$ cat src/hdl/aq32_bus_pkg.sv
`default_nettype none

package aq32_bus_pkg;

    //////////////////////////////
    // CPU bus types
    //////////////////////////////
    typedef logic [31:0] addr_t;     // Byte address
    typedef logic [31:0] data_t;
    typedef logic  [3:0] bytesel_t;  // Byte lane enables
    typedef logic [15:0] half_t;     // Palette and text RAM word
    typedef logic  [7:0] byte_t;     // Character RAM, keyboard, registers

    //////////////////////////////
    // Address map
    //////////////////////////////
    localparam addr_t BOOTROM_BASE = 32'h0000_0000;  // 4 KB window
    localparam addr_t REGS_BASE    = 32'h0000_2000;
    localparam addr_t PAL_BASE     = 32'h0000_4000;
    localparam addr_t CHRAM_BASE   = 32'h0000_5000;
    localparam addr_t TRAM_BASE    = 32'h0000_6000;
    localparam addr_t VRAM_BASE    = 32'h0000_8000;  // 32 KB window
    localparam addr_t SRAM_BASE    = 32'h0008_0000;  // 512 KB window

    // Low bits left out of the region compare
    localparam int PAGE_BITS = 12;
    localparam int VRAM_BITS = 15;
    localparam int SRAM_BITS = 19;

endpackage

`default_nettype wire

$ cat src/hdl/aq32_regs_pkg.sv
`default_nettype none

package aq32_regs_pkg;

    //////////////////////////////
    // Register word index
    //////////////////////////////
    typedef logic [5:0] reg_idx_t;  // Address bits 7:2

    localparam reg_idx_t REG_ESPCTRL  = 6'd0;  // 0x02000
    localparam reg_idx_t REG_ESPDATA  = 6'd1;  // 0x02004
    localparam reg_idx_t REG_VCTRL    = 6'd2;  // 0x02008
    localparam reg_idx_t REG_VSCRX    = 6'd3;  // 0x0200C
    localparam reg_idx_t REG_VSCRY    = 6'd4;  // 0x02010
    localparam reg_idx_t REG_VLINE    = 6'd5;  // 0x02014
    localparam reg_idx_t REG_VIRQLINE = 6'd6;  // 0x02018
    localparam reg_idx_t REG_KEYBUF   = 6'd7;  // 0x0201C

    //////////////////////////////
    // Register value types
    //////////////////////////////

    // Video control, from bit 7 down:
    // text page, 80 columns, border remap, text priority,
    // sprites enable, graphics mode [2:1], text enable
    typedef logic [7:0] vctrl_t;

    typedef logic [8:0] scrx_t;       // Horizontal scroll
    typedef logic [7:0] line_t;       // Raster line
    typedef logic [8:0] uart_data_t;  // Character plus flag bit

    // ESPCTRL bits, bit 2 reads as 0
    localparam int ESPCTRL_RX_NOT_EMPTY = 0;
    localparam int ESPCTRL_TX_FULL      = 1;
    localparam int ESPCTRL_FRAMING      = 3;
    localparam int ESPCTRL_OVERFLOW     = 4;

endpackage

`default_nettype wire

$ cat src/hdl/aq32_bus_decoder.sv
`default_nettype none
`timescale 1ns/10ps

module aq32_bus_decoder (
    input  wire                        clk,
    input  wire                        reset,

    // CPU side
    input  wire aq32_bus_pkg::addr_t   addr,
    input  wire                        wren,
    input  wire                        strobe,

    // Target read data
    input  wire aq32_bus_pkg::data_t   bootrom_rddata,
    input  wire aq32_bus_pkg::half_t   pal_rddata,
    input  wire aq32_bus_pkg::byte_t   chram_rddata,
    input  wire aq32_bus_pkg::half_t   tram_rddata,
    input  wire aq32_bus_pkg::data_t   vram_rddata,
    input  wire aq32_bus_pkg::data_t   sram_rddata,
    input  wire                        sram_wait,
    input  wire aq32_bus_pkg::data_t   regs_rddata,

    // Region strobes
    output logic                       bootrom_sel,
    output logic                       regs_sel,
    output logic                       pal_sel,
    output logic                       chram_sel,
    output logic                       tram_sel,
    output logic                       vram_sel,
    output logic                       sram_sel,

    output logic                       wait_req,
    output aq32_bus_pkg::data_t        rddata
);

    aq32_bus_pkg::addr_t q_addr;  // Address of the previous cycle

    // Upper bits of the address against a region base
    function automatic logic region_hit(aq32_bus_pkg::addr_t a,
                                        aq32_bus_pkg::addr_t base,
                                        int bits);
        return (a >> bits) == (base >> bits);
    endfunction

    //////////////////////////////
    // Region strobes
    //////////////////////////////
    assign bootrom_sel = strobe && region_hit(addr, aq32_bus_pkg::BOOTROM_BASE,
                                              aq32_bus_pkg::PAGE_BITS);
    assign regs_sel    = strobe && region_hit(addr, aq32_bus_pkg::REGS_BASE,
                                              aq32_bus_pkg::PAGE_BITS);
    assign pal_sel     = strobe && region_hit(addr, aq32_bus_pkg::PAL_BASE,
                                              aq32_bus_pkg::PAGE_BITS);
    assign chram_sel   = strobe && region_hit(addr, aq32_bus_pkg::CHRAM_BASE,
                                              aq32_bus_pkg::PAGE_BITS);
    assign tram_sel    = strobe && region_hit(addr, aq32_bus_pkg::TRAM_BASE,
                                              aq32_bus_pkg::PAGE_BITS);
    assign vram_sel    = strobe && region_hit(addr, aq32_bus_pkg::VRAM_BASE,
                                              aq32_bus_pkg::VRAM_BITS);
    assign sram_sel    = strobe && region_hit(addr, aq32_bus_pkg::SRAM_BASE,
                                              aq32_bus_pkg::SRAM_BITS);

    //////////////////////////////
    // Read wait
    //////////////////////////////
    always_ff @(posedge clk or posedge reset) begin
        if (reset) begin
            q_addr <= '0;
        end else begin
            q_addr <= addr;
        end
    end

    // Block RAMs need one cycle for a new read address
    always_comb begin
        wait_req = 1'b0;
        if (bootrom_sel) wait_req = !wren && (q_addr[11:2] != addr[11:2]);  // Word ROM
        if (chram_sel)   wait_req = !wren && (q_addr[11:0] != addr[11:0]);
        if (tram_sel)    wait_req = !wren && (q_addr[11:0] != addr[11:0]);
        if (vram_sel)    wait_req = !wren && (q_addr[14:0] != addr[14:0]);
        if (sram_sel)    wait_req = sram_wait;  // Controller decides
    end

    //////////////////////////////
    // Read data mux
    //////////////////////////////
    always_comb begin
        rddata = '0;  // Unmapped reads as zero
        if (bootrom_sel) rddata = bootrom_rddata;
        if (regs_sel)    rddata = regs_rddata;
        if (pal_sel)     rddata = {2{pal_rddata}};
        if (chram_sel)   rddata = {4{chram_rddata}};
        if (tram_sel)    rddata = {2{tram_rddata}};
        if (vram_sel)    rddata = vram_rddata;
        if (sram_sel)    rddata = sram_rddata;
    end

    a_sel_onehot: assert property (@(posedge clk) disable iff (reset)
        $onehot0({bootrom_sel, regs_sel, pal_sel, chram_sel, tram_sel, vram_sel, sram_sel}));

    // CPU holds the address while waiting, so a block RAM wait lasts one cycle
    a_ram_wait_one: assert property (@(posedge clk) disable iff (reset)
        (wait_req && !sram_sel) |=> !wait_req);

endmodule

`default_nettype wire

$ cat src/hdl/aq32_kbbuf.sv
`default_nettype none
`timescale 1ns/10ps

module aq32_kbbuf #(
    parameter int ADDR_BITS = 4  // log2 of depth
) (
    input  wire                       clk,
    input  wire                       reset,
    input  wire                       clear,

    input  wire aq32_bus_pkg::byte_t  wrdata,
    input  wire                       wr_en,

    output aq32_bus_pkg::byte_t       rddata,
    input  wire                       rd_en
);

    localparam int DEPTH = 2 ** ADDR_BITS;

    aq32_bus_pkg::byte_t  mem [DEPTH];
    logic [ADDR_BITS-1:0] q_wr_ptr;
    logic [ADDR_BITS-1:0] q_rd_ptr;
    logic [ADDR_BITS:0]   q_count;
    logic                 empty;
    logic                 full;
    logic                 push;
    logic                 pop;

    assign empty = (q_count == '0);
    assign full  = (q_count == DEPTH[ADDR_BITS:0]);
    assign push  = wr_en && !full;   // Dropped when full
    assign pop   = rd_en && !empty;

    assign rddata = empty ? '0 : mem[q_rd_ptr];  // Oldest byte

    always_ff @(posedge clk) begin
        if (push && !clear) begin
            mem[q_wr_ptr] <= wrdata;
        end
    end

    always_ff @(posedge clk or posedge reset) begin
        if (reset) begin
            q_wr_ptr <= '0;
            q_rd_ptr <= '0;
            q_count  <= '0;
        end else if (clear) begin
            q_wr_ptr <= '0;
            q_rd_ptr <= '0;
            q_count  <= '0;
        end else begin
            if (push) q_wr_ptr <= q_wr_ptr + 1'b1;
            if (pop)  q_rd_ptr <= q_rd_ptr + 1'b1;
            q_count <= q_count + (push ? 1'b1 : 1'b0) - (pop ? 1'b1 : 1'b0);
        end
    end

    a_count_max: assert property (@(posedge clk) disable iff (reset)
        q_count <= DEPTH[ADDR_BITS:0]);

endmodule

`default_nettype wire

$ cat src/hdl/aq32_periph_top.sv
`default_nettype none
`timescale 1ns/10ps

module aq32_periph_top #(
    parameter int KBBUF_ADDR_BITS = 4
) (
    input  wire                             clk,
    input  wire                             reset,

    // CPU bus
    input  wire aq32_bus_pkg::addr_t        addr,
    input  wire aq32_bus_pkg::data_t        wrdata,
    input  wire aq32_bus_pkg::bytesel_t     bytesel,  // Memory side only, not used in here
    input  wire                             wren,
    input  wire                             strobe,
    output logic                            wait_req,
    output aq32_bus_pkg::data_t             rddata,

    // Region strobes
    output logic                            bootrom_sel,
    output logic                            regs_sel,
    output logic                            pal_sel,
    output logic                            chram_sel,
    output logic                            tram_sel,
    output logic                            vram_sel,
    output logic                            sram_sel,

    // Memory read data
    input  wire aq32_bus_pkg::data_t        bootrom_rddata,
    input  wire aq32_bus_pkg::half_t        pal_rddata,
    input  wire aq32_bus_pkg::byte_t        chram_rddata,
    input  wire aq32_bus_pkg::half_t        tram_rddata,
    input  wire aq32_bus_pkg::data_t        vram_rddata,
    input  wire aq32_bus_pkg::data_t        sram_rddata,
    input  wire                             sram_wait,

    // ESP32 UART
    input  wire aq32_regs_pkg::uart_data_t  esp_rx_data,
    input  wire                             esp_rx_empty,
    input  wire                             esp_tx_full,
    input  wire                             esp_rx_overflow,
    input  wire                             esp_rx_framing_error,
    output aq32_regs_pkg::uart_data_t       esp_tx_data,
    output logic                            esp_tx_wr,
    output logic                            esp_rx_rd,

    // Keyboard bytes in
    input  wire aq32_bus_pkg::byte_t        kb_data,
    input  wire                             kb_wren,

    // Video engine
    input  wire aq32_regs_pkg::line_t       vline,
    output aq32_regs_pkg::vctrl_t           vctrl,
    output aq32_regs_pkg::scrx_t            vscrx,
    output aq32_regs_pkg::line_t            vscry,
    output aq32_regs_pkg::line_t            virqline
);

    aq32_bus_pkg::data_t regs_rddata;
    aq32_bus_pkg::byte_t kb_rddata;
    logic                kb_pop;
    logic                kb_clear;

    //////////////////////////////
    // Bus decoder
    //////////////////////////////
    aq32_bus_decoder i_decoder (
        .clk            (clk),
        .reset          (reset),
        .addr           (addr),
        .wren           (wren),
        .strobe         (strobe),
        .bootrom_rddata (bootrom_rddata),
        .pal_rddata     (pal_rddata),
        .chram_rddata   (chram_rddata),
        .tram_rddata    (tram_rddata),
        .vram_rddata    (vram_rddata),
        .sram_rddata    (sram_rddata),
        .sram_wait      (sram_wait),
        .regs_rddata    (regs_rddata),
        .bootrom_sel    (bootrom_sel),
        .regs_sel       (regs_sel),
        .pal_sel        (pal_sel),
        .chram_sel      (chram_sel),
        .tram_sel       (tram_sel),
        .vram_sel       (vram_sel),
        .sram_sel       (sram_sel),
        .wait_req       (wait_req),
        .rddata         (rddata)
    );

    //////////////////////////////
    // System registers
    //////////////////////////////
    aq32_sysregs i_sysregs (
        .clk                  (clk),
        .reset                (reset),
        .addr                 (addr),
        .wrdata               (wrdata),
        .wren                 (wren),
        .regs_sel             (regs_sel),
        .regs_rddata          (regs_rddata),
        .vline                (vline),
        .vctrl                (vctrl),
        .vscrx                (vscrx),
        .vscry                (vscry),
        .virqline             (virqline),
        .esp_rx_data          (esp_rx_data),
        .esp_rx_empty         (esp_rx_empty),
        .esp_tx_full          (esp_tx_full),
        .esp_rx_overflow      (esp_rx_overflow),
        .esp_rx_framing_error (esp_rx_framing_error),
        .esp_tx_data          (esp_tx_data),
        .esp_tx_wr            (esp_tx_wr),
        .esp_rx_rd            (esp_rx_rd),
        .kb_rddata            (kb_rddata),
        .kb_pop               (kb_pop),
        .kb_clear             (kb_clear)
    );

    //////////////////////////////
    // Keyboard buffer
    //////////////////////////////
    aq32_kbbuf #(
        .ADDR_BITS (KBBUF_ADDR_BITS)
    ) i_kbbuf (
        .clk    (clk),
        .reset  (reset),
        .clear  (kb_clear),
        .wrdata (kb_data),
        .wr_en  (kb_wren),
        .rddata (kb_rddata),
        .rd_en  (kb_pop)
    );

endmodule

`default_nettype wire

$ cat src/hdl/aq32_sysregs.sv
`default_nettype none
`timescale 1ns/10ps

module aq32_sysregs (
    input  wire                             clk,
    input  wire                             reset,

    // CPU bus
    input  wire aq32_bus_pkg::addr_t        addr,
    input  wire aq32_bus_pkg::data_t        wrdata,
    input  wire                             wren,
    input  wire                             regs_sel,
    output aq32_bus_pkg::data_t             regs_rddata,

    // Video engine
    input  wire aq32_regs_pkg::line_t       vline,
    output aq32_regs_pkg::vctrl_t           vctrl,
    output aq32_regs_pkg::scrx_t            vscrx,
    output aq32_regs_pkg::line_t            vscry,
    output aq32_regs_pkg::line_t            virqline,

    // ESP32 UART
    input  wire aq32_regs_pkg::uart_data_t  esp_rx_data,
    input  wire                             esp_rx_empty,
    input  wire                             esp_tx_full,
    input  wire                             esp_rx_overflow,
    input  wire                             esp_rx_framing_error,
    output aq32_regs_pkg::uart_data_t       esp_tx_data,
    output logic                            esp_tx_wr,
    output logic                            esp_rx_rd,

    // Keyboard buffer
    input  wire aq32_bus_pkg::byte_t        kb_rddata,
    output logic                            kb_pop,
    output logic                            kb_clear
);

    aq32_regs_pkg::reg_idx_t idx;
    aq32_bus_pkg::byte_t     espctrl;
    logic                    reg_wr;
    logic                    reg_rd;
    logic                    q_overflow;  // Sticky
    logic                    q_framing;   // Sticky

    assign idx    = addr[7:2];
    assign reg_wr = regs_sel && wren;
    assign reg_rd = regs_sel && !wren;

    //////////////////////////////
    // Access strobes
    //////////////////////////////
    assign esp_tx_data = wrdata[8:0];
    assign esp_tx_wr   = reg_wr && (idx == aq32_regs_pkg::REG_ESPDATA);
    assign esp_rx_rd   = reg_rd && (idx == aq32_regs_pkg::REG_ESPDATA);
    assign kb_pop      = reg_rd && (idx == aq32_regs_pkg::REG_KEYBUF);
    assign kb_clear    = reg_wr && (idx == aq32_regs_pkg::REG_KEYBUF);  // Any write empties

    //////////////////////////////
    // Registers
    //////////////////////////////
    always_ff @(posedge clk or posedge reset) begin
        if (reset) begin
            vctrl      <= '0;
            vscrx      <= '0;
            vscry      <= '0;
            virqline   <= '0;
            q_overflow <= 1'b0;
            q_framing  <= 1'b0;
        end else begin
            if (reg_wr) begin
                case (idx)
                    aq32_regs_pkg::REG_ESPCTRL: begin
                        // Write 1 to clear
                        if (wrdata[aq32_regs_pkg::ESPCTRL_OVERFLOW]) q_overflow <= 1'b0;
                        if (wrdata[aq32_regs_pkg::ESPCTRL_FRAMING])  q_framing  <= 1'b0;
                    end
                    aq32_regs_pkg::REG_VCTRL:    vctrl    <= wrdata[7:0];
                    aq32_regs_pkg::REG_VSCRX:    vscrx    <= wrdata[8:0];
                    aq32_regs_pkg::REG_VSCRY:    vscry    <= wrdata[7:0];
                    aq32_regs_pkg::REG_VIRQLINE: virqline <= wrdata[7:0];
                    default: ;
                endcase
            end

            // A new error pulse beats a clear in the same cycle
            if (esp_rx_overflow)      q_overflow <= 1'b1;
            if (esp_rx_framing_error) q_framing  <= 1'b1;
        end
    end

    //////////////////////////////
    // Readback
    //////////////////////////////
    always_comb begin
        espctrl = '0;
        espctrl[aq32_regs_pkg::ESPCTRL_RX_NOT_EMPTY] = !esp_rx_empty;
        espctrl[aq32_regs_pkg::ESPCTRL_TX_FULL]      = esp_tx_full;
        espctrl[aq32_regs_pkg::ESPCTRL_FRAMING]      = q_framing;
        espctrl[aq32_regs_pkg::ESPCTRL_OVERFLOW]     = q_overflow;
    end

    always_comb begin
        regs_rddata = '0;
        case (idx)
            aq32_regs_pkg::REG_ESPCTRL:  regs_rddata = {24'b0, espctrl};
            aq32_regs_pkg::REG_ESPDATA:  regs_rddata = {23'b0, esp_rx_data};
            aq32_regs_pkg::REG_VCTRL:    regs_rddata = {24'b0, vctrl};
            aq32_regs_pkg::REG_VSCRX:    regs_rddata = {23'b0, vscrx};
            aq32_regs_pkg::REG_VSCRY:    regs_rddata = {24'b0, vscry};
            aq32_regs_pkg::REG_VLINE:    regs_rddata = {24'b0, vline};
            aq32_regs_pkg::REG_VIRQLINE: regs_rddata = {24'b0, virqline};
            aq32_regs_pkg::REG_KEYBUF:   regs_rddata = {24'b0, kb_rddata};
            default:                     regs_rddata = '0;
        endcase
    end

    a_uart_excl: assert property (@(posedge clk) disable iff (reset)
        !(esp_tx_wr && esp_rx_rd));

endmodule

`default_nettype wire

$ cat config.mk
export PLATFORM = sky130hd
export DESIGN_NAME = aq32_periph_top
export DESIGN_NICKNAME = d
export VERILOG_FILES = /design/src/hdl/aq32_bus_pkg.sv /design/src/hdl/aq32_regs_pkg.sv /design/src/hdl/aq32_bus_decoder.sv /design/src/hdl/aq32_kbbuf.sv /design/src/hdl/aq32_periph_top.sv /design/src/hdl/aq32_sysregs.sv
export SDC_FILE = /design/constraint.sdc
export NUM_CORES = 1
export LEC_CHECK = 0
export BUFFER_PORTS_ARGS = -buffer_cell sky130_fd_sc_hd__buf_2
export CORE_ASPECT_RATIO = 1.4
export CORE_MARGIN = 4
export CORE_UTILIZATION = 29
export DETAILED_ROUTE_END_ITERATION = 6
export GPL_ROUTABILITY_DRIVEN = 1
export PLACE_DENSITY_LB_ADDON = 0.08
export SLEW_MARGIN = 25
export SYNTH_ARGS = -nofsm -noshare
export SYNTH_HDL_FRONTEND = slang
export SYNTH_SLANG_ARGS = --single-unit
$ cat constraint.sdc
create_clock -name clk -period 4.29 [get_ports clk]
set_input_delay 0.6435 -clock clk [delete_from_list [all_inputs] [get_ports clk]]
set_output_delay 0.6435 -clock clk [all_outputs]
set_load 0.02 [all_outputs]
# After elaboration in Yosys (flattened, before gate mapping)
# Memory sizes are Yosys's and may differ from the RTL's.
# Index checks and enable logic that the tools add are counted.
[word_totals]
elab_cells = 104
inputBits = 239
regBits = 63
out_inout_bits = 84
mem_bits_rw = 128
memories = 1
[memory_table]
columns = ["memory", "words", "word_bits", "read_ports", "rd_clocked_by_memory_dff", "wr", "line_no", "source"]
rows = [
  ["i_kbbuf.mem", 16, 8, 1, 0, 1, "aq32_kbbuf.sv:20", "aq32_bus_pkg::byte_t mem [DEPTH];"],
]
[op_classes]
add_sub_neg = 4
n_eq_ne = 17
n_mux = 31
n_reduce_logical = 41
[ops]
columns = ["op", "count"]
rows = [
  ["$mux W32", 7],
  ["$pmux W9 S8", 1],
  ["$eq A20 B3 Y1 const B", 3],
  ["$logic_not A32 Y1", 1],
  ["$eq A6 B3 Y1 const B", 4],
  ["$eq A20 B2 Y1 const B", 1],
  ["$logic_and A1 B1 Y1", 19],
  ["$eq A17 B1 Y1 const B", 1],
  ["$mux W1", 17],
  ["$mux W4", 4],
  ["$reduce_bool A2 Y1", 8],
  ["$ne A15 B15 Y1", 1],
  ["$eq A13 B1 Y1 const B", 1],
  ["$eq A6 B2 Y1 const B", 2],
  ["$ne A12 B12 Y1", 1],
  ["$ne A10 B10 Y1", 1],
  ["$add A4 B1 Y4 const B", 2],
  ["$mux W8", 1],
  ["$reduce_and A2 Y1", 4],
  ["$eq A6 B1 Y1 const B", 1],
  ["$logic_not A6 Y1", 1],
  ["$reduce_and A3 Y1", 2],
  ["$add A5 B5 Y5", 1],
  ["$eq A5 B5 Y1 const B", 1],
  ["other kinds (4)", 8],
]

# Logic depth before layout (Yosys ltp)
# Gate-level depths: netlist of the first run.
[depth]
word_depth = 9
ltp_mapped = 16
mapped_depth_nobuf = 15

# Modules after synthesis
# Synthesis of the first run repeated with hierarchy kept, for this count alone.
[hier_totals]
hier_cells = 759
area_unflattened_um2 = 10398.7
[by_module_without_submodules]
columns = ["module", "area_per_inst_um2", "seq_area_each_um2", "cells_per_inst", "instances"]
rows = [
  ["aq32_kbbuf", 5868.1, 4169.0, 309, 1],
  ["aq32_bus_decoder", 2337.2, 375.4, 276, 1],
  ["aq32_sysregs", 2193.4, 875.8, 174, 1],
]

# Least setup slack after synthesis of the first run
# No wires, ideal clock.
[synth_path]
path_type = "input port to flip-flop"
startpoint = "input addr[19]"
endpoint = "register i_kbbuf.q_count[4]"
setup_ns = 0.146
n_path_buf = 1
required_time_ns = 4.144
cell_stages = 14
setup_slack_ns = 0.600
t_arrival_ns = 3.544
path_cell_list = "buf_2 > or4_1 > or4_1 > nor4_4 > ha_1 > inv_1 > ha_1 > inv_1 > fa_1 > inv_1 > a21oi_1 > nor2_1 > or3_1 > a21oi_1"
[synth_between]
elab_chain_len = 8
elab_cells_between_ends = 10
classes_between = "1 x add/sub; 1 x eq/ne; 2 x mux; 6 x reduce/logical"
[synth_rtl]
columns = ["item", "line_no", "source"]
rows = [
  ["from (decl)", "aq32_periph_top.sv:11", "input wire aq32_bus_pkg::addr_t addr,"],
  ["$eq A20 B2 Y1 (*)", "aq32_bus_decoder.sv:42", "return (a >> bits) == (base >> bits);"],
  ["$logic_and A1 B1 Y1 (*)", "aq32_bus_decoder.sv:50", "assign regs_sel = strobe && region_hit(addr, aq32_bus_pkg::REGS_BASE,"],
  ["$logic_and A1 B1 Y1", "aq32_sysregs.sv:47", "assign reg_rd = regs_sel && !wren;"],
  ["$logic_and A1 B1 Y1", "aq32_sysregs.sv:55", "assign kb_pop = reg_rd && (idx == aq32_regs_pkg::REG_KEYBUF);"],
  ["$logic_and A1 B1 Y1", "aq32_kbbuf.sv:32", "assign pop = rd_en && !empty;"],
  ["$mux W1", "aq32_kbbuf.sv:54", "q_count <= q_count + (push ? 1'b1 : 1'b0) - (pop ? 1'b1 : 1'b0);"],
  ["$sub A5 B5 Y5", "aq32_kbbuf.sv:54", ""],
  ["$mux W5 (*)", "aq32_kbbuf.sv:47", "end else if (clear) begin"],
  ["to (signal assigned)", "aq32_kbbuf.sv:54", ""],
  ["to (decl)", "aq32_kbbuf.sv:23", "logic [ADDR_BITS:0] q_count;"],
]
# Every way passes the cells marked *; elsewhere a longest branch is shown, timed or not.
# A chain may end at the register's enable or synchronous reset.

# Worst setup path in the final report of the first run
[layout_path]
startpoint = "register i_kbbuf.q_rd_ptr[2]"
endpoint = "output rddata[0]"
[layout_between]
elab_chain_len = 9
[layout_rtl]
columns = ["item", "line_no", "source"]
rows = [
  ["from (decl)", "aq32_kbbuf.sv:22", "logic [ADDR_BITS-1:0] q_rd_ptr;"],
  ["from (signal assigned)", "aq32_kbbuf.sv:53", "if (pop) q_rd_ptr <= q_rd_ptr + 1'b1;"],
  ["$mem_v2 Z16 W8", "n/a", ""],
  ["$mux W8", "aq32_kbbuf.sv:34", "assign rddata = empty ? '0 : mem[q_rd_ptr];"],
  ["$pmux W9 S8", "aq32_sysregs.sv:104", "case (idx)"],
  ["$mux W32", "aq32_bus_decoder.sv:90", "if (regs_sel) rddata = regs_rddata;"],
  ["$mux W32", "aq32_bus_decoder.sv:91", "if (pal_sel) rddata = {2{pal_rddata}};"],
  ["$mux W32", "aq32_bus_decoder.sv:92", "if (chram_sel) rddata = {4{chram_rddata}};"],
  ["$mux W32", "aq32_bus_decoder.sv:93", "if (tram_sel) rddata = {2{tram_rddata}};"],
  ["$mux W32", "aq32_bus_decoder.sv:94", "if (vram_sel) rddata = vram_rddata;"],
  ["$mux W32", "aq32_bus_decoder.sv:95", "if (sram_sel) rddata = sram_rddata;"],
  ["to (decl)", "aq32_periph_top.sv:17", "output aq32_bus_pkg::data_t rddata,"],
]
# Every way passes these cells.

==> metrics.md, run 1 <==
| Metric | Value |
|---|---|
| R2R Setup Slk | 1250 ps |
| CP most frequent cell | mux4_2 |
| Worst hold margin | 325.3 ps |
| Total CTS buffers | 17 |
| Top sig layer | met4 |
| Synth area leader | edfxtp_1 |
| Period minus WS final | 3712 ps |
| CP cell instances | buf_4, mux4_2, mux4_2, a21oi_1, nand3_1, buf_2 |
| WL final | approximately 34 mm |
| Sequential share of power | 50.0% |
| I/O pins | 323 |
| Final worst-path cycle share | 86.53% |
| CP Class | flip-flop to output pin |
| Top_reg_cell synth | edfxtp_1 |
| Final setup TNS | 0 ps |
| Combinational share of power | 15.9% |
| Finish-stage setup viols | 0 |
| Final core utilization | 37.61% |
| DR pass1 iterations | 6 |
| CTS Root Cell | clkbuf_16 |
| DRC | 0 |
| Status | finished, final reports clean |
| Fill count | roughly 3300 |
| Clock share of power | 34.1% |
| Synth top area share | 39.91% |
| Initial Utilization | 29.55% |
| Synthesis Warnings | 0 |
| Max Cap Viol | 0 |
| FMAX | roughly 0.27 GHz |
| RSZ-0062 raised after global routing | no |
| Pin count of the biggest net entering global routing | 33 |
| Die Y | 223.6 um |
| Worst-Skew Late Latency | around 430 ps |
| Die width | ~160 um |
| Vias/cell | 4.972 |
| Post-synthesis net count | 994 |
| Seq/Total Area, Yosys | 56.27% |
| Critical Path Sink Type | output pin |
| Synth Register Bits | 191 |
| WL met2 | 17.95 mm |
| CP required | 3650 ps |
| Met3 routed WL | 1.815 mm |
| Post-synth EDFFs | 128 |
| Bufs on Longest Clock Path | 2 |
| Gr usage total | between 10% and 20% |
| GRT Residual Overflow | 0 |
| Site row count | 78 |
| Most frequent cell after synthesis | edfxtp_1 |
| Area delta synth->final | 27.28% |
| Clock transition at path regs | 70 ps |
| Startpoint Class | flip-flop |
| Synth cell count leaders | edfxtp_1 (128), dfrtp_1 (63), nand2_1 (59) |
| Synth Cell Area | 9632 um^2 |
| Hold_buf cts | 0 |
| Mapped Cells | about 740 |
| Max FO, Critical Path | 18 |
| Initial DRC count | slightly above 500 |
| Worst-margin pin slew | around 880 ps |
| Switch share | 28.25% |
| # nets final | 1288 |
| Worst slew margin | 41.15% |
| Final Wtd Congestion | 0.8186 |
| Clk sinks | 191 |
| Worst stage delay on the critical path | about 600 ps |
| Peak supply drop | 0.2995 mV |
| Final Hold Vio Count | 0 |
| First-pass GRT wire length | 50.20 mm |
| Vias | 7413 |
| Share of cells above drive strength 1 | 42.38% |
| Internal | 3205 uW |
| Leakage | 0.005016 uW |
| Max-slew violations | 0 |
| Net Sw Power | 1262 uW |
| Post_cts resized | 0 |
| Total core area | between 30000 and 40000 um^2 |
| Post-Route Skew | roughly 12 ps |
| Hpwl dp | 25.86 mm |
| Vias in the first global route | 7741 |
| CTS tree | yes |
| # H-tree levels | 4 |
| WL met1 | 13.89 mm |
| Initial antenna violation count | 1 |
| WL/cell | ~23 um |
| Cell variety after synth | 62 |
| Power Density | 364.4 nW/um^2 |
| Asr flop ratio synth | around 33% |
| Worst min-delay path class | input port to async pin |
| Die area | ~36000 um^2 |
| Postcts setup bufs | 0 |
| Avg Cell Area, Syn | 12.96 um^2 |
| Crit path arrival time | 3070 ps |
| Area contributors post-synth | edfxtp_1 (40%), dfrtp_1 (16%), mux4_2 (7.7%) |
| IO Port Bufs | around 300 |
| Crit-path slowest cell | dfrtp_1 |
| Post-detailed-route count of antenna-violating nets | 0 |
-- power by group through the flow --
stage	Sequential [uW]	Combinational, uW	Clock (uW)
after floorplan	2230	436	0
after global placement	2270	723	0
after detailed placement	2280	722	0
after CTS	2240	726	1570
after global routing	2250	801	1650
final	2240	708	1520
-- worst max-delay path, delay by kind of cell, from the launching register on --
| kind | cells | cell delay (ps) |
|---|---|---|
| mux | 2 | 1080 |
| flops | 1 | 600 |
| buf+inv | 2 | 580 |
| compound gates | 1 | 270 |
| simple gates | 1 | 90 |
-- placed cells by master (no fill, tap or decap), types with 19 or more instances in the layout --
master    count
a21oi_1      39
buf_2       295
buf_4        35
dfrtp_1      63
edfxtp_1    128
mux2_2       38
mux2i_1      19
mux4_2       33
nand2_1      59
nor2_1       41
o21ai_0      25
-- layout make-up --
class	instances	area (um^2)	area share, %
antenna	1	2.502	0.02041
multi-input combinational	481	3930	32.06
clock inverter	13	123.9	1.010
sequential	191	5420	44.21
inverter	16	60.06	0.4899
clock buffer	19	432.9	3.531
tap	440	550.5	4.491
timing repair buffer	330	1739	14.19
-- metal layers --
| layer | GRT usage, % | up-vias |
|---|---|---|
| met3 | 3.552 | 31 |
| met2 | 33.05 | 247 |
| met1 | 22.95 | 3674 |
| li1 | - | 3461 |
| met4 | 5.160 | 0 |
| met5 | 0 | - |
-- metrics by stage --
step / area [um^2] / setup WS [ps] / total power (uW) / instances
6_report: 12260 / 577.8 / 4467 / 1491
5_1_grt: 12260 / 343.4 / 4699 / 1490
4_1_cts: 12260 / 478.1 / 4536 / 1490
3_5_place_dp: 11700 / 520.1 / 2999 / 1458
3_3_place_gp: 11700 / 509.5 / 2996 / 1458
2_1_floorplan: 9632 / 600.3 / 2664 / 743
-- kinds of logic after synthesis --
group                    synth area share (%)
buffers and inverters                   3.442
adder cells (fa/ha/maj)                 1.637
XOR/XNOR                                2.182
multiplexers                            14.13
AND/OR/NAND/NOR                         10.77
flip-flops                              56.27
AO/OA/AOI/OAI                           11.56
-- sequential cells by signal, summed over array words and instances, names as in the netlist --
signal and flops:
i_sysregs.vctrl 8, i_sysregs.vscrx 9, i_kbbuf.q_rd_ptr 4, i_decoder.q_addr 15, i_sysregs.q_overflow 1, i_kbbuf.q_wr_ptr 4
i_sysregs.vscry 8, i_sysregs.virqline 8, i_kbbuf.mem 128, i_sysregs.q_framing 1, i_kbbuf.q_count 5
-- path summary, 6_finish.rpt --
kind / from / end / depth (start not counted)
max: i_kbbuf.q_rd_ptr[2] / rddata[0] / 6
min: reset / i_sysregs.vscry[6] / 2
max reg2reg: i_kbbuf.q_count[3] / i_kbbuf.q_count[4] / 15
min reg2reg: i_sysregs.q_overflow / i_sysregs.q_overflow / 1
max in group asynchronous: reset / i_kbbuf.q_wr_ptr[0] / 3
min in group clk: addr[1] / i_decoder.q_addr[1] / 1
No activity file was read; power rests on OpenSTA's default activity.
==> run 2, diff against run 1 <==
--- a/config.mk
+++ b/config.mk
@@ -5,7 +5,9 @@
 export SDC_FILE = /design/constraint.sdc
 export NUM_CORES = 1
 export LEC_CHECK = 0
+export ABC_AREA = 1
 export BUFFER_PORTS_ARGS = -buffer_cell sky130_fd_sc_hd__buf_2
+export CAP_MARGIN = 20
 export CORE_ASPECT_RATIO = 1.4
 export CORE_MARGIN = 4
 export CORE_UTILIZATION = 29
==> run 2 against run 1 <==
Net effect:
- maximum frequency is 5.8% higher
- sequential cell count stayed put
- sequential share of layout area is 1.8 points lower
- combinational power is 6.9% lower
- critical path type unchanged
==> metrics.md, run 2 <==
| Metric | Value |
|---|---|
| Status | finished, final reports clean |
| Vias/cell | 4.674 |
| Peak supply drop | roughly 0.23 mV |
| Max FO, Critical Path | 19 |
| Post_cts resized | 0 |
| Post-Route Skew | 9.920 ps |
| Synth top area share | between 30% and 40% |
| FMAX | 0.2850 GHz |
| Worst-Skew Late Latency | 430 ps |
| Pin count of the biggest net entering global routing | a little over 70 |
| Hold_buf cts | 0 |
| Synth Register Bits | about 190 |
| Worst-margin pin slew | 829.2 ps |
| Clock transition at path regs | 70 ps |
| Hold-critical path endpoint | i_decoder.q_addr[8] |
| GRT Residual Overflow | 0 |
| Total core area | about 35000 um^2 |
| # nets final | ~1800 |
| Max reg flops | 128 |
| Regs by FF count | i_kbbuf.mem: 128 flops, i_decoder.q_addr: 15 flops, i_sysregs.vscrx: 9 flops |
| DRC | 0 |
| Critical Path Sink Type | output pin |
| Placed instance count | 1977 |
| Met3 routed WL | between 2 and 2.5 mm |
| Max-slew violations | 0 |
| Synth Cell Area | approximately 10000 um^2 |
| Placed cell areas | 12100 um^2 |
| Bufs on Longest Clock Path | 2 |
| Top sig layer | met5 |
| Final Wtd Congestion | 0.8892 |
| Commonest non-fill, non-tap cell in the layout | nand2_1 |
| WL met1 | about 15 mm |
| R2R Setup Slk | 1230 ps |
| Post-detailed-route count of antenna-violating nets | 0 |
| WL met2 | around 20 mm |
| Avg Cell Area, Syn | 8.072 um^2 |
| RSZ-0062 raised after global routing | no |
| CP cell instances | inv_2, nor2_2, nand3_1, nand2_1, nor2_1, nand2_1, nand2_1, nand2_1, nand2_1, nand2_1, nand4_1, nor2_1, nand3_1, buf_2 |
| Vias | 9404 |
| Synth area leader | edfxtp_1 |
| Initial antenna violation count | 8 |
| Final core utilization | a little over a third |
| CTS tree | yes |
| DR pass1 iterations | 5 |
| CP required | 3650 ps |
| Post-synthesis net count | around 1500 |
| Synthesis Warnings | 0 |
| Most frequent cell after synthesis | nand2_1 |
| WL/cell | 18.89 um |
| Area contributors post-synth | edfxtp_1 (38%), dfrtp_1 (15%), nand2_1 (15%) |
| Die area | 38380 um^2 |
| Clk sinks | 191 |
| # H-tree levels | 4 |
| Worst r2r path cells | 19 |
| Reg-to-reg endpoint | i_kbbuf.q_count[4] |
| Final worst-path cycle share | 81.78% |
| Area delta synth->final | 24.92% |
| Non-filler instance count after layout | 2012 |
| Initial DRC count | 561 |
| Period minus WS final | 3509 ps |
| Die Y | 230.2 um |
| Postcts setup bufs | 0 |
| CP Class | flip-flop to output pin |
| Finish-stage setup viols | 0 |
| Synth cell count leaders | nand2_1 (416), nor2_1 (152), edfxtp_1 (128) |
| Gr usage total | 19.22% |
| IO Port Bufs | 295 |
| Hpwl dp | roughly 29 mm |
| Final Hold Vio Count | 0 |
| Seq/Total Area, Yosys | a little over half |
| RR Startpoint | i_kbbuf.q_count[3] |
| CP most frequent cell | nand2_1 |
| Cell variety after synth | 34 |
| Worst slew margin | between 40% and 50% |
| Site row count | 81 |
| Mapped Cells | 1267 |
| Crit path arrival time | 2870 ps |
| Post-synth EDFFs | between 100 and 150 |
| Leakage | 0.006057 uW |
| WL final | 38.00 mm |
| Die width | around 170 um |
| Worst stage delay on the critical path | 570 ps |
| First-pass GRT wire length | 56.46 mm |
| Top_reg_cell synth | edfxtp_1 |
| Vias in the first global route | 9217 |
| Worst Hold Depth | 1 |
| Worst min-delay path class | input port to flip-flop |
| Total CTS buffers | 17 |
| Highest-count cells in the layout ignoring fill and taps | nand2_1 (416), buf_2 (295), nor2_1 (152) |
| Crit-path slowest cell | nor2_2 |
| Worst Hold Launch | addr[8] |
| Total Power | ~4700 uW |
| Max Cap Viol | 0 |
| CTS Root Cell | clkbuf_16 |
| I/O pins | 323 |
| Largest reg by FF count | i_kbbuf.mem |
| Asr flop ratio synth | 32.98% |
| Final setup TNS | 0 ps |
| Share of cells above drive strength 1 | 25.63% |
| Startpoint Class | flip-flop |
| Initial Utilization | 29.34% |
| Post-route design area | 12780 um^2 |
| Power Density | 365.4 nW/um^2 |
==> run 2: report_power, final <==
group          leakage, uW  switching, uW  internal (uW)
combinational      0.00377            415            244
clock             0.000324            708           1100
sequential         0.00196           68.4           2130
==> run 2: stage by stage <==
stage	hold slack, ps	setup WS, ps
3_3_place_gp	463.7	675.0
3_5_place_dp	470.7	621.5
5_1_grt	311.6	538.0
2_1_floorplan	446.5	1036
4_1_cts	309.2	693.5
6_report	333.3	781.4
==> run 2: how the worst max path moves through the flow <==
stage,from,end,slack [ps],depth (start not counted)
after floorplan,addr[29],i_kbbuf.q_count[4],1040,20
after global placement,addr[17],i_kbbuf.q_count[4],680,21
after detailed placement,addr[29],i_kbbuf.q_count[4],620,21
after CTS,i_kbbuf.q_rd_ptr[2],rddata[6],690,14
after global routing,i_kbbuf.q_rd_ptr[0],rddata[3],540,14
final,i_kbbuf.q_rd_ptr[2],rddata[3],780,14
==> run 2: cell type report <==
cell class,instances,area [um^2]
multi-input cells,910,4111
well taps,456,570.5
flip-flops and latches,191,5421
diodes,3,7.507
fillers,3751,22090
clock buffers,19,432.9
inverters,115,432.9
clock inverters,13,235.2
repair buffers,305,1564
==> run 2: kinds of logic (layout without fill, tap and decap cells) <==
group	count (synthesis)	count (layout)	share of synthesized area [%]
fa+ha+maj	12	12	1.541
other cells	0	3	0
xor+xnor	13	13	1.113
buf+inv	166	452	6.802
simple gates	739	739	30.18
flops	191	191	53.00
mux	1	1	0.1101
compound gates	145	145	7.255
==> run 2: worst max-delay path: cells and delay by family (launching register included) <==
| kind | cells | cell delay, ps |
|---|---|---|
| buffers and inverters | 2 | 380 |
| flip-flops | 1 | 370 |
| AND/OR/NAND/NOR | 12 | 1660 |
==> run 2: layer usage <==
layer  vias to the layer above  GRT usage (%)
li1                       4678              -
met1                      4391          22.64
met2                       282          35.47
met3                        45          3.921
met4                         8          5.091
met5                         -              0
